[src/mesh_router_pkg.sv]
package mesh_router_pkg;

  // port directions
  // P is the local processor port, the rest are mesh neighbours
  typedef enum logic [2:0] {
    P = 3'd0,
    W = 3'd1,
    E = 3'd2,
    N = 3'd3,
    S = 3'd4
  } dir_e;

  // number of router ports
  localparam int num_dirs_c = 5;

  // width of a port index
  localparam int dir_idx_width_c = $clog2(num_dirs_c);

  // stat record direction field
  localparam int stat_dir_width_c = 4;

  // direction code of the injection port record
  // kept clear of the five real directions
  localparam int inject_dir_code_c = 15;

  // one record per output, then the injection record
  localparam int num_stat_records_c = num_dirs_c + 1;

  // index of the injection record in the stream
  localparam int inject_record_idx_c = num_dirs_c;

  // record counter width
  localparam int stat_idx_width_c = $clog2(num_stat_records_c);

  // flit layout is {dest_y, dest_x, data}
  localparam int flit_num_fields_c = 3;

endpackage
[src/mesh_router.sv]
module mesh_router #(
  parameter int x_cord_width_p = 4,
  parameter int y_cord_width_p = 4,
  parameter int data_width_p = 16,
  parameter int fifo_depth_p = 2,
  parameter int xy_order_p = 1,
  parameter int stat_width_p = 16,
  localparam int flit_width_lp = y_cord_width_p + x_cord_width_p + data_width_p
) (
  input  logic                                                      clk_i,
  input  logic                                                      reset_i,
  input  logic [x_cord_width_p-1:0]                                 my_x_i,
  input  logic [y_cord_width_p-1:0]                                 my_y_i,

  input  logic [mesh_router_pkg::num_dirs_c-1:0]                    link_v_i,
  input  logic [mesh_router_pkg::num_dirs_c-1:0][flit_width_lp-1:0] link_data_i,
  output logic [mesh_router_pkg::num_dirs_c-1:0]                    link_ready_o,

  output logic [mesh_router_pkg::num_dirs_c-1:0]                    link_v_o,
  output logic [mesh_router_pkg::num_dirs_c-1:0][flit_width_lp-1:0] link_data_o,
  input  logic [mesh_router_pkg::num_dirs_c-1:0]                    link_ready_i,

  input  logic                                                      print_stat_v_i,
  output logic                                                      stat_v_o,
  output logic [mesh_router_pkg::stat_dir_width_c-1:0]              stat_dir_o,
  output logic [stat_width_p-1:0]                                   stat_idle_o,
  output logic [stat_width_p-1:0]                                   stat_utilized_o,
  output logic [stat_width_p-1:0]                                   stat_stalled_o,
  output logic [stat_width_p-1:0]                                   stat_arbitrated_o,
  input  logic                                                      stat_ready_i
);
  import mesh_router_pkg::*;

  logic [num_dirs_c-1:0]                    head_v;
  logic [num_dirs_c-1:0][flit_width_lp-1:0] head_data;
  logic [num_dirs_c-1:0]                    pop;

  // route_req[input][output], req_t[output][input]
  logic [num_dirs_c-1:0][num_dirs_c-1:0]    route_req;
  logic [num_dirs_c-1:0][num_dirs_c-1:0]    req_t;
  // grant[output][input], grant_t[input][output]
  logic [num_dirs_c-1:0][num_dirs_c-1:0]    grant;
  logic [num_dirs_c-1:0][num_dirs_c-1:0]    grant_t;

  logic [num_dirs_c-1:0]                    xfer;
  logic                                     inj_head_blocked;

  for (genvar i = 0; i < num_dirs_c; i++) begin : g_in
    router_input_port #(
      .x_cord_width_p(x_cord_width_p),
      .y_cord_width_p(y_cord_width_p),
      .data_width_p  (data_width_p),
      .fifo_depth_p  (fifo_depth_p),
      .xy_order_p    (xy_order_p)
    ) in_port_i (
      .clk_i       (clk_i),
      .reset_i     (reset_i),
      .my_x_i      (my_x_i),
      .my_y_i      (my_y_i),
      .link_v_i    (link_v_i[i]),
      .link_data_i (link_data_i[i]),
      .pop_i       (pop[i]),
      .link_ready_o(link_ready_o[i]),
      .head_v_o    (head_v[i]),
      .head_data_o (head_data[i]),
      .route_req_o (route_req[i])
    );

    // pop when granted by an output whose link is ready
    assign pop[i] = head_v[i] & ((grant_t[i] & link_ready_i) != '0);
  end

  for (genvar d = 0; d < num_dirs_c; d++) begin : g_out
    for (genvar i = 0; i < num_dirs_c; i++) begin : g_xpose
      assign req_t[d][i]   = route_req[i][d];
      assign grant_t[i][d] = grant[d][i];
    end

    router_output_arbiter #(
      .flit_width_p(flit_width_lp)
    ) out_arb_i (
      .clk_i       (clk_i),
      .reset_i     (reset_i),
      .req_i       (req_t[d]),
      .head_data_i (head_data),
      .link_ready_i(link_ready_i[d]),
      .grant_o     (grant[d]),
      .link_v_o    (link_v_o[d]),
      .link_data_o (link_data_o[d])
    );

    assign xfer[d] = link_v_o[d] & link_ready_i[d];
  end

  // local head waiting while its ready output serves someone else
  assign inj_head_blocked = head_v[P] && (grant_t[P] == '0)
                          && ((route_req[P] & link_ready_i) != '0);

  router_profiler #(
    .stat_width_p(stat_width_p)
  ) profiler_i (
    .clk_i             (clk_i),
    .reset_i           (reset_i),
    .req_matrix_i      (req_t),
    .xfer_i            (xfer),
    .inj_v_i           (link_v_i[P]),
    .inj_ready_i       (link_ready_o[P]),
    .inj_head_blocked_i(inj_head_blocked),
    .print_stat_v_i    (print_stat_v_i),
    .stat_ready_i      (stat_ready_i),
    .stat_v_o          (stat_v_o),
    .stat_dir_o        (stat_dir_o),
    .stat_idle_o       (stat_idle_o),
    .stat_utilized_o   (stat_utilized_o),
    .stat_stalled_o    (stat_stalled_o),
    .stat_arbitrated_o (stat_arbitrated_o)
  );

endmodule

[src/router_profiler.sv]
module router_profiler #(
  parameter int stat_width_p = 16
) (
  input  logic                                                                clk_i,
  input  logic                                                                reset_i,
  input  logic [mesh_router_pkg::num_dirs_c-1:0][mesh_router_pkg::num_dirs_c-1:0]
                                                                              req_matrix_i,
  input  logic [mesh_router_pkg::num_dirs_c-1:0]                              xfer_i,
  input  logic                                                                inj_v_i,
  input  logic                                                                inj_ready_i,
  input  logic                                                                inj_head_blocked_i,
  input  logic                                                                print_stat_v_i,
  input  logic                                                                stat_ready_i,
  output logic                                                                stat_v_o,
  output logic [mesh_router_pkg::stat_dir_width_c-1:0]                        stat_dir_o,
  output logic [stat_width_p-1:0]                                             stat_idle_o,
  output logic [stat_width_p-1:0]                                             stat_utilized_o,
  output logic [stat_width_p-1:0]                                             stat_stalled_o,
  output logic [stat_width_p-1:0]                                             stat_arbitrated_o
);
  import mesh_router_pkg::*;

  typedef logic [num_stat_records_c-1:0][stat_width_p-1:0] ctr_bank_t;

  // live counters and their next values
  ctr_bank_t idle_r, util_r, stall_r, arb_r;
  ctr_bank_t idle_n, util_n, stall_n, arb_n;

  // snapshot bank
  ctr_bank_t snap_idle_r, snap_util_r, snap_stall_r, snap_arb_r;

  logic [num_stat_records_c-1:0] idle_ev, util_ev, stall_ev, arb_ev;
  logic [stat_idx_width_c-1:0]   rec_idx_r;
  logic                          start;
  logic                          rec_done;

  function automatic logic [stat_width_p-1:0] sat_inc(
    input logic [stat_width_p-1:0] val,
    input logic                    en
  );
    sat_inc = (en && (val != '1)) ? val + 1'b1 : val;
  endfunction

  // one event of idle, utilized, stalled per slot and cycle
  always_comb begin
    for (int d = 0; d < num_dirs_c; d++) begin
      idle_ev[d]  = (req_matrix_i[d] == '0);
      util_ev[d]  = xfer_i[d];
      stall_ev[d] = (req_matrix_i[d] != '0) && !xfer_i[d];
      // more than one bit set
      arb_ev[d]   = ((req_matrix_i[d] & (req_matrix_i[d] - 1'b1)) != '0) && xfer_i[d];
    end
    idle_ev[inject_record_idx_c]  = ~inj_v_i;
    util_ev[inject_record_idx_c]  = inj_v_i & inj_ready_i;
    stall_ev[inject_record_idx_c] = inj_v_i & ~inj_ready_i;
    arb_ev[inject_record_idx_c]   = inj_head_blocked_i;
  end

  always_comb begin
    for (int s = 0; s < num_stat_records_c; s++) begin
      idle_n[s]  = sat_inc(idle_r[s], idle_ev[s]);
      util_n[s]  = sat_inc(util_r[s], util_ev[s]);
      stall_n[s] = sat_inc(stall_r[s], stall_ev[s]);
      arb_n[s]   = sat_inc(arb_r[s], arb_ev[s]);
    end
  end

  always_ff @(posedge clk_i) begin
    if (reset_i) begin
      idle_r  <= '0;
      util_r  <= '0;
      stall_r <= '0;
      arb_r   <= '0;
    end else begin
      idle_r  <= idle_n;
      util_r  <= util_n;
      stall_r <= stall_n;
      arb_r   <= arb_n;
    end
  end

  // requests during a stream are dropped
  assign start    = print_stat_v_i & ~stat_v_o;
  assign rec_done = stat_v_o & stat_ready_i;

  // snapshot includes the request cycle itself
  always_ff @(posedge clk_i) begin
    if (start) begin
      snap_idle_r  <= idle_n;
      snap_util_r  <= util_n;
      snap_stall_r <= stall_n;
      snap_arb_r   <= arb_n;
    end
  end

  always_ff @(posedge clk_i) begin
    if (reset_i) begin
      stat_v_o  <= 1'b0;
      rec_idx_r <= '0;
    end else if (start) begin
      stat_v_o  <= 1'b1;
      rec_idx_r <= '0;
    end else if (rec_done) begin
      if (rec_idx_r == stat_idx_width_c'(inject_record_idx_c)) begin
        stat_v_o  <= 1'b0;
        rec_idx_r <= '0;
      end else begin
        rec_idx_r <= rec_idx_r + 1'b1;
      end
    end
  end

  assign stat_dir_o = (rec_idx_r == stat_idx_width_c'(inject_record_idx_c))
                    ? stat_dir_width_c'(inject_dir_code_c)
                    : stat_dir_width_c'(rec_idx_r);

  assign stat_idle_o       = snap_idle_r[rec_idx_r];
  assign stat_utilized_o   = snap_util_r[rec_idx_r];
  assign stat_stalled_o    = snap_stall_r[rec_idx_r];
  assign stat_arbitrated_o = snap_arb_r[rec_idx_r];

endmodule

[src/router_output_arbiter.sv]
module router_output_arbiter #(
  parameter int flit_width_p = 24
) (
  input  logic                                                      clk_i,
  input  logic                                                      reset_i,
  input  logic [mesh_router_pkg::num_dirs_c-1:0]                    req_i,
  input  logic [mesh_router_pkg::num_dirs_c-1:0][flit_width_p-1:0]  head_data_i,
  input  logic                                                      link_ready_i,
  output logic [mesh_router_pkg::num_dirs_c-1:0]                    grant_o,
  output logic                                                      link_v_o,
  output logic [flit_width_p-1:0]                                   link_data_o
);
  import mesh_router_pkg::*;

  // lock state while the downstream stalls
  logic                       lock_r;
  logic [dir_idx_width_c-1:0] lock_idx_r;

  // last input that completed a transfer
  logic [dir_idx_width_c-1:0] last_r;

  logic [dir_idx_width_c-1:0] rr_idx;
  logic                       rr_found;
  logic [dir_idx_width_c-1:0] sel_idx;
  logic                       any_req;
  logic                       xfer;

  assign any_req = |req_i;

  // round-robin search starting after the last winner
  always_comb begin
    int cand;
    rr_idx   = '0;
    rr_found = 1'b0;
    for (int off = 1; off <= num_dirs_c; off++) begin
      cand = int'(last_r) + off;
      if (cand >= num_dirs_c) begin
        cand = cand - num_dirs_c;
      end
      if (!rr_found && req_i[cand]) begin
        rr_found = 1'b1;
        rr_idx   = dir_idx_width_c'(cand);
      end
    end
  end

  // a stalled transfer keeps its winner
  assign sel_idx = lock_r ? lock_idx_r : rr_idx;

  always_comb begin
    grant_o = '0;
    grant_o[sel_idx] = any_req;
  end

  assign link_v_o    = any_req;
  assign link_data_o = head_data_i[sel_idx];
  assign xfer        = link_v_o & link_ready_i;

  always_ff @(posedge clk_i) begin
    if (reset_i) begin
      lock_r <= 1'b0;
      last_r <= dir_idx_width_c'(num_dirs_c - 1);
    end else begin
      lock_r <= link_v_o & ~link_ready_i;
      // pointer moves only on a completed handshake
      if (xfer) begin
        last_r <= sel_idx;
      end
    end
  end

  always_ff @(posedge clk_i) begin
    lock_idx_r <= sel_idx;
  end

endmodule

[src/router_input_port.sv]
module router_input_port #(
  parameter int x_cord_width_p = 4,
  parameter int y_cord_width_p = 4,
  parameter int data_width_p = 16,
  parameter int fifo_depth_p = 2,
  parameter int xy_order_p = 1,
  localparam int flit_width_lp = y_cord_width_p + x_cord_width_p + data_width_p
) (
  input  logic                                   clk_i,
  input  logic                                   reset_i,
  input  logic [x_cord_width_p-1:0]              my_x_i,
  input  logic [y_cord_width_p-1:0]              my_y_i,
  input  logic                                   link_v_i,
  input  logic [flit_width_lp-1:0]               link_data_i,
  input  logic                                   pop_i,
  output logic                                   link_ready_o,
  output logic                                   head_v_o,
  output logic [flit_width_lp-1:0]               head_data_o,
  output logic [mesh_router_pkg::num_dirs_c-1:0] route_req_o
);
  import mesh_router_pkg::*;

  localparam int addr_width_lp = $clog2(fifo_depth_p);

  logic [flit_width_lp-1:0] mem_r [fifo_depth_p];
  // extra msb tells full from empty
  logic [addr_width_lp:0]   wr_ptr_r;
  logic [addr_width_lp:0]   rd_ptr_r;
  logic                     fifo_empty;
  logic                     fifo_full;
  logic                     enq;
  logic                     deq;

  logic [x_cord_width_p-1:0] dest_x;
  logic [y_cord_width_p-1:0] dest_y;
  logic                      x_match;
  logic                      y_match;
  dir_e                      x_dir;
  dir_e                      y_dir;
  dir_e                      route_dir;

  assign fifo_empty = (wr_ptr_r == rd_ptr_r);
  assign fifo_full  = (wr_ptr_r[addr_width_lp] != rd_ptr_r[addr_width_lp])
                    && (wr_ptr_r[addr_width_lp-1:0] == rd_ptr_r[addr_width_lp-1:0]);

  assign link_ready_o = ~fifo_full;
  assign enq = link_v_i & link_ready_o;
  assign deq = pop_i & head_v_o;

  always_ff @(posedge clk_i) begin
    if (reset_i) begin
      wr_ptr_r <= '0;
      rd_ptr_r <= '0;
    end else begin
      if (enq) begin
        wr_ptr_r <= wr_ptr_r + 1'b1;
      end
      if (deq) begin
        rd_ptr_r <= rd_ptr_r + 1'b1;
      end
    end
  end

  // flit storage
  always_ff @(posedge clk_i) begin
    if (enq) begin
      mem_r[wr_ptr_r[addr_width_lp-1:0]] <= link_data_i;
    end
  end

  assign head_v_o    = ~fifo_empty;
  assign head_data_o = mem_r[rd_ptr_r[addr_width_lp-1:0]];

  // destination fields of the head flit
  assign dest_x = head_data_o[data_width_p +: x_cord_width_p];
  assign dest_y = head_data_o[data_width_p + x_cord_width_p +: y_cord_width_p];

  assign x_match = (dest_x == my_x_i);
  assign y_match = (dest_y == my_y_i);

  // smaller y lies to the north
  assign x_dir = (dest_x < my_x_i) ? W : E;
  assign y_dir = (dest_y < my_y_i) ? N : S;

  // dimension-ordered route
  always_comb begin
    if (x_match && y_match) begin
      route_dir = P;
    end else if (xy_order_p != 0) begin
      route_dir = x_match ? y_dir : x_dir;
    end else begin
      route_dir = y_match ? x_dir : y_dir;
    end
  end

  always_comb begin
    route_req_o = '0;
    route_req_o[route_dir] = head_v_o;
  end

endmodule

[config.mk]
export PLATFORM = sky130hd
export DESIGN_NAME = mesh_router
export DESIGN_NICKNAME = d
export VERILOG_FILES = /design/src/mesh_router_pkg.sv /design/src/mesh_router.sv /design/src/router_profiler.sv /design/src/router_output_arbiter.sv /design/src/router_input_port.sv
export SDC_FILE = /design/constraint.sdc
export NUM_CORES = 2
export LEC_CHECK = 0
export ABC_AREA = 1
export BUFFER_PORTS_ARGS = -buffer_cell sky130_fd_sc_hd__buf_4
export CORE_MARGIN = 5
export CORE_UTILIZATION = 28
export DETAILED_ROUTE_END_ITERATION = 10
export MAX_ROUTING_LAYER = met4
export REMOVE_ABC_BUFFERS = 1
export SYNTH_ARGS = -nofsm -noshare
export SYNTH_HDL_FRONTEND = slang
export SYNTH_SLANG_ARGS = --single-unit
[constraint.sdc]
create_clock -name clk_i -period 42.3 [get_ports clk_i]
set_input_delay 4.23 -clock clk_i [delete_from_list [all_inputs] [get_ports clk_i]]
set_output_delay 4.23 -clock clk_i [all_outputs]
set_load 0.005 [all_outputs]
==> metrics.yaml <==
cts:
  tritoncts_buffer_count: 118
  cts-root-buf: "clkbuf_16"
  cts-hold-fix-buffers: 0
  tritoncts: "done"
  postCtsResizedCells: 0
  cts_setup_buffers: 0
  clk_latency_ns: 0.80
  cts_max_level: 3
  clk_pin_slew_worst_paths_ns: 0.06
  clock_path_buffers: 3
  cts_num_sinks: 1072
cells_and_area:
  final_net_count: 7440
  area_overhead_of_the_layout_relative_to_synthesis_pct: 16.4
  layout-drive-gt1-share_pct: 12.8
  stdcell_area_um2: 66700
  finish.cell_count_without_fillers: 10003
status:
  run_status: "complete, no violations"
sta:
  hold_ws_ns: 0.482
  timing_worst_slew_pin_value_ns: 1.34
  finClkSkew_ns: 0.0770
  max_slew_margin_pct: 9.56
  finalWorstPathRequiredPeriod_ns: 13.19
  grt_setup_unrepaired: "false"
  setup_violations: 0
  report.final.hold_viol_count: 0
  period_share_pct: 31.2
  slew_viol_final: 0
  fin_setup_tns_ns: 0
  max_freq_mhz: 75.8
critical_path:
  startpoint: "my_x_i[3]"
  cp_cell_sequence: "buf_4 > inv_1 > ha_1 > nand2_1 > nor2_2 > inv_1 > nand3_2 > nor2_1 > nor2_1 > nand3_1 > nand2_1 > nand3_2 > nor2_2 > a21oi_1 > nand2_1 > nand2_2 > inv_2 > buf_4 > nor2_2 > buf_4 > nand2_1 > o211ai_1 > buf_4"
  worst_ep_required_time_ns: 38.07
  worst_path_arrival_ns: 8.96
  critical_path.max_stage_delay_ns: 0.67
  cp_slowest_cell: "inv_2"
  start_kind: "input pin"
  worst_r2r_path_cells: 26
  critical_path_peak_fanout: 41
  r2r_setup_slack_ns: 35.15
  rr_endpoint: "profiler_i.snap_arb_r[95]"
  end_kind: "output pin"
  path_class: "in -> out"
routing:
  detail_route.iter0.violations: 4132
  avgViaCountPerCell: 4.80
  drt_first_pass_iters: 7
  wl_um: 192000
  route.detailed.wl_per_inst_um: 19.2
  drt_drc_violations_left: 0
  drt_antenna_net_count: 0
  detailroute.via_count: 47967
logic_synthesis:
  netlist.top_cell.by_area: "edfxtp_1"
  synth.cell_area_um2: 57400
  synth-seq-cells: 1072
  asyncSetResetFlopFracSynth_pct: 0
  number_of_unique_standard_cell_types_used_by_synthesis: 73
  synth_edf_count: 624
  yosysSeqAreaShare_pct: 48.3
  post_synth_main_area_contributors: "edfxtp_1 33%, dfxtp_1 16%, nand2_1 7.4%"
  ys_warns: 0
  synth_cells: 6917
  post_synth.cell_area_avg_um2: 8.29
  ys.flop_type: "edfxtp_1"
  yosys.area.top_type_share_pct: 32.7
job:
  cap_viol_max_count: 0
die:
  io_pins: 341
  initial_core_util_pct: 28.1
  core_area_um2: 204000
  die_h_um: 463
  die_extent_in_x_um: 463
  row_count: 166
  die_area_um2: 214000
global_route:
  wire_length_of_the_first_global_routing_pass_um: 285000
  antenna_found_initial: 31
  grt_pass1_vias: 45608
  grt_usage_pct: 17.7
  aggregate_global_routing_overflow: 0
  grt_max_degree: 196
min_path:
  whs_endpoint: "g_in[4].in_port_i.wr_ptr_r[1]"
  hold_path_startpoint: "g_in[4].in_port_i.wr_ptr_r[1]"
  worstHoldPathCells: 2
  hp-class: "reg -> reg"
pwr:
  p_leak_nw: 26.8
  worst_supply_voltage_drop_on_vdd_uv: 92.8
  power_per_cell_area_nw_per_um2: 78.9
  finalPower_mw: 5.27
place:
  placement.io_buffers: 340
  placedInstanceArea_um2: 62700
  place_hpwl_um: 138000
  placed_cells: 9749
  finalWeightedCongestion: 0.978
==> cell usage after synthesis, types with 51 or more instances <==
cell,number
o211ai_1,73
edfxtp_1,624
a21oi_1,210
nor2_1,880
nand3_1,342
nand2_1,1129
xor2_1,284
o21ai_0,451
inv_2,51
nand2_2,60
nand4_1,101
mux2i_1,65
inv_1,1113
nor3_1,140
clkbuf_1,176
dfxtp_1,448
ha_1,112
o22ai_1,179
==> sequential cells by signal (all words and copies together), names as in the netlist, named ones only <==
| name | flops |
|---|---|
| g_in.in_port_i.mem_r | 240 |
| profiler_i.arb_r | 96 |
| profiler_i.idle_r | 96 |
| profiler_i.snap_arb_r | 96 |
| profiler_i.snap_idle_r | 96 |
| profiler_i.snap_stall_r | 96 |
| profiler_i.snap_util_r | 96 |
| profiler_i.stall_r | 96 |
| profiler_i.util_r | 96 |
| g_out.out_arb_i.last_r | 15 |
| g_out.out_arb_i.lock_idx_r | 15 |
| g_in.in_port_i.rd_ptr_r | 10 |
| g_in.in_port_i.wr_ptr_r | 10 |
| g_out.out_arb_i.lock_r | 5 |
| profiler_i.rec_idx_r | 3 |
| profiler_i.stat_v_o | 1 |
==> area by class of cell <==
| class | instances | area [um^2] |
|---|---|---|
| clock inverter | 68 | 733 |
| sequential | 1072 | 27700 |
| clock buffer | 158 | 3270 |
| multi-input combinational | 4431 | 24200 |
| inverter | 1173 | 4410 |
| tap | 2688 | 3360 |
| fill | 21036 | 137000 |
| antenna | 28 | 70.1 |
| timing repair buffer | 385 | 2940 |
==> power breakdown <==
| group | internal, mW | switching, mW | leakage [nW] |
|---|---|---|---|
| Sequential | 1.18 | 0.0401 | 9.69 |
| Clock | 0.603 | 0.453 | 1.95 |
| Combinational | 0.934 | 2.06 | 15.2 |
==> how the worst max path moves through the flow <==
stage	endpoint	slack, ns	depth (start not counted)
3_3_place_gp	link_data_o[68]	29.19	23
4_1_cts	link_data_o[68]	29.14	23
5_1_grt	link_data_o[68]	28.78	23
2_1_floorplan	profiler_i.snap_arb_r[0]	20.82	2
3_5_place_dp	link_data_o[68]	29.16	23
6_report	link_data_o[64]	29.11	23
==> per-layer routing <==
metal	GRT usage (%)	share of wire (%)	wire, um
met4	5.93	3.8	7360
met5	-	0	0
met3	4.15	8.4	16100
met1	22.4	43	82100
met2	27.7	45	86400
==> cell usage in the layout, fill, tap and decap left out, types with 16 or more instances in the layout <==
cell type,count
xor2_1,284
dfxtp_1,444
xnor2_1,25
nor3_1,140
mux2i_1,65
nand2_2,61
clkbuf_1,24
nand3_1,342
nor2_2,38
edfxtp_1,624
nand2_4,35
nand2_1,1127
ha_1,112
a21oi_1,210
nor4_1,26
diode_2,28
clkbuf_16,119
mux2_2,22
inv_1,1110
buf_4,381
inv_2,53
a211oi_1,19
o21ai_0,451
o21ai_1,32
o211ai_1,73
nand4_1,101
nor2_1,869
clkinv_1,18
or2_2,24
o22ai_1,179
clkinv_2,28
o221ai_1,16
nor2_4,26
==> critical path: cells and delay by family <==
kind                     cells  cell delay (ns)
adder cells (fa/ha/maj)      1             0.34
AO/OA/AOI/OAI                2             0.26
buffers and inverters        7             2.04
AND/OR/NAND/NOR             13             1.96
==> through the flow <==
stage | utilization [%] | setup slack [ns]
4_1_cts | 32.7 | 29.14
2_1_floorplan | - | 20.82
6_report | 32.7 | 29.11
3_5_place_dp | 30.7 | 29.16
5_1_grt | 32.7 | 28.78
3_3_place_gp | 30.7 | 29.19
==> logic make-up (layout without fill, tap and decap cells) <==
group                      after synthesis  in the layout  synth area share (%)
buffers and inverters                 1414           1784                  9.57
AOI/OAI and AO/OA                     1023           1023                  10.1
and+or+nand+nor                       2888           2888                  22.9
muxes                                   87             87                  1.57
other                                    0             28                     0
DFF                                   1072           1072                  48.3
adders and majority gates              117            117                  2.62
xor gates and xnor gates               316            316                  4.92
No activity file was read; power rests on OpenSTA's default activity.
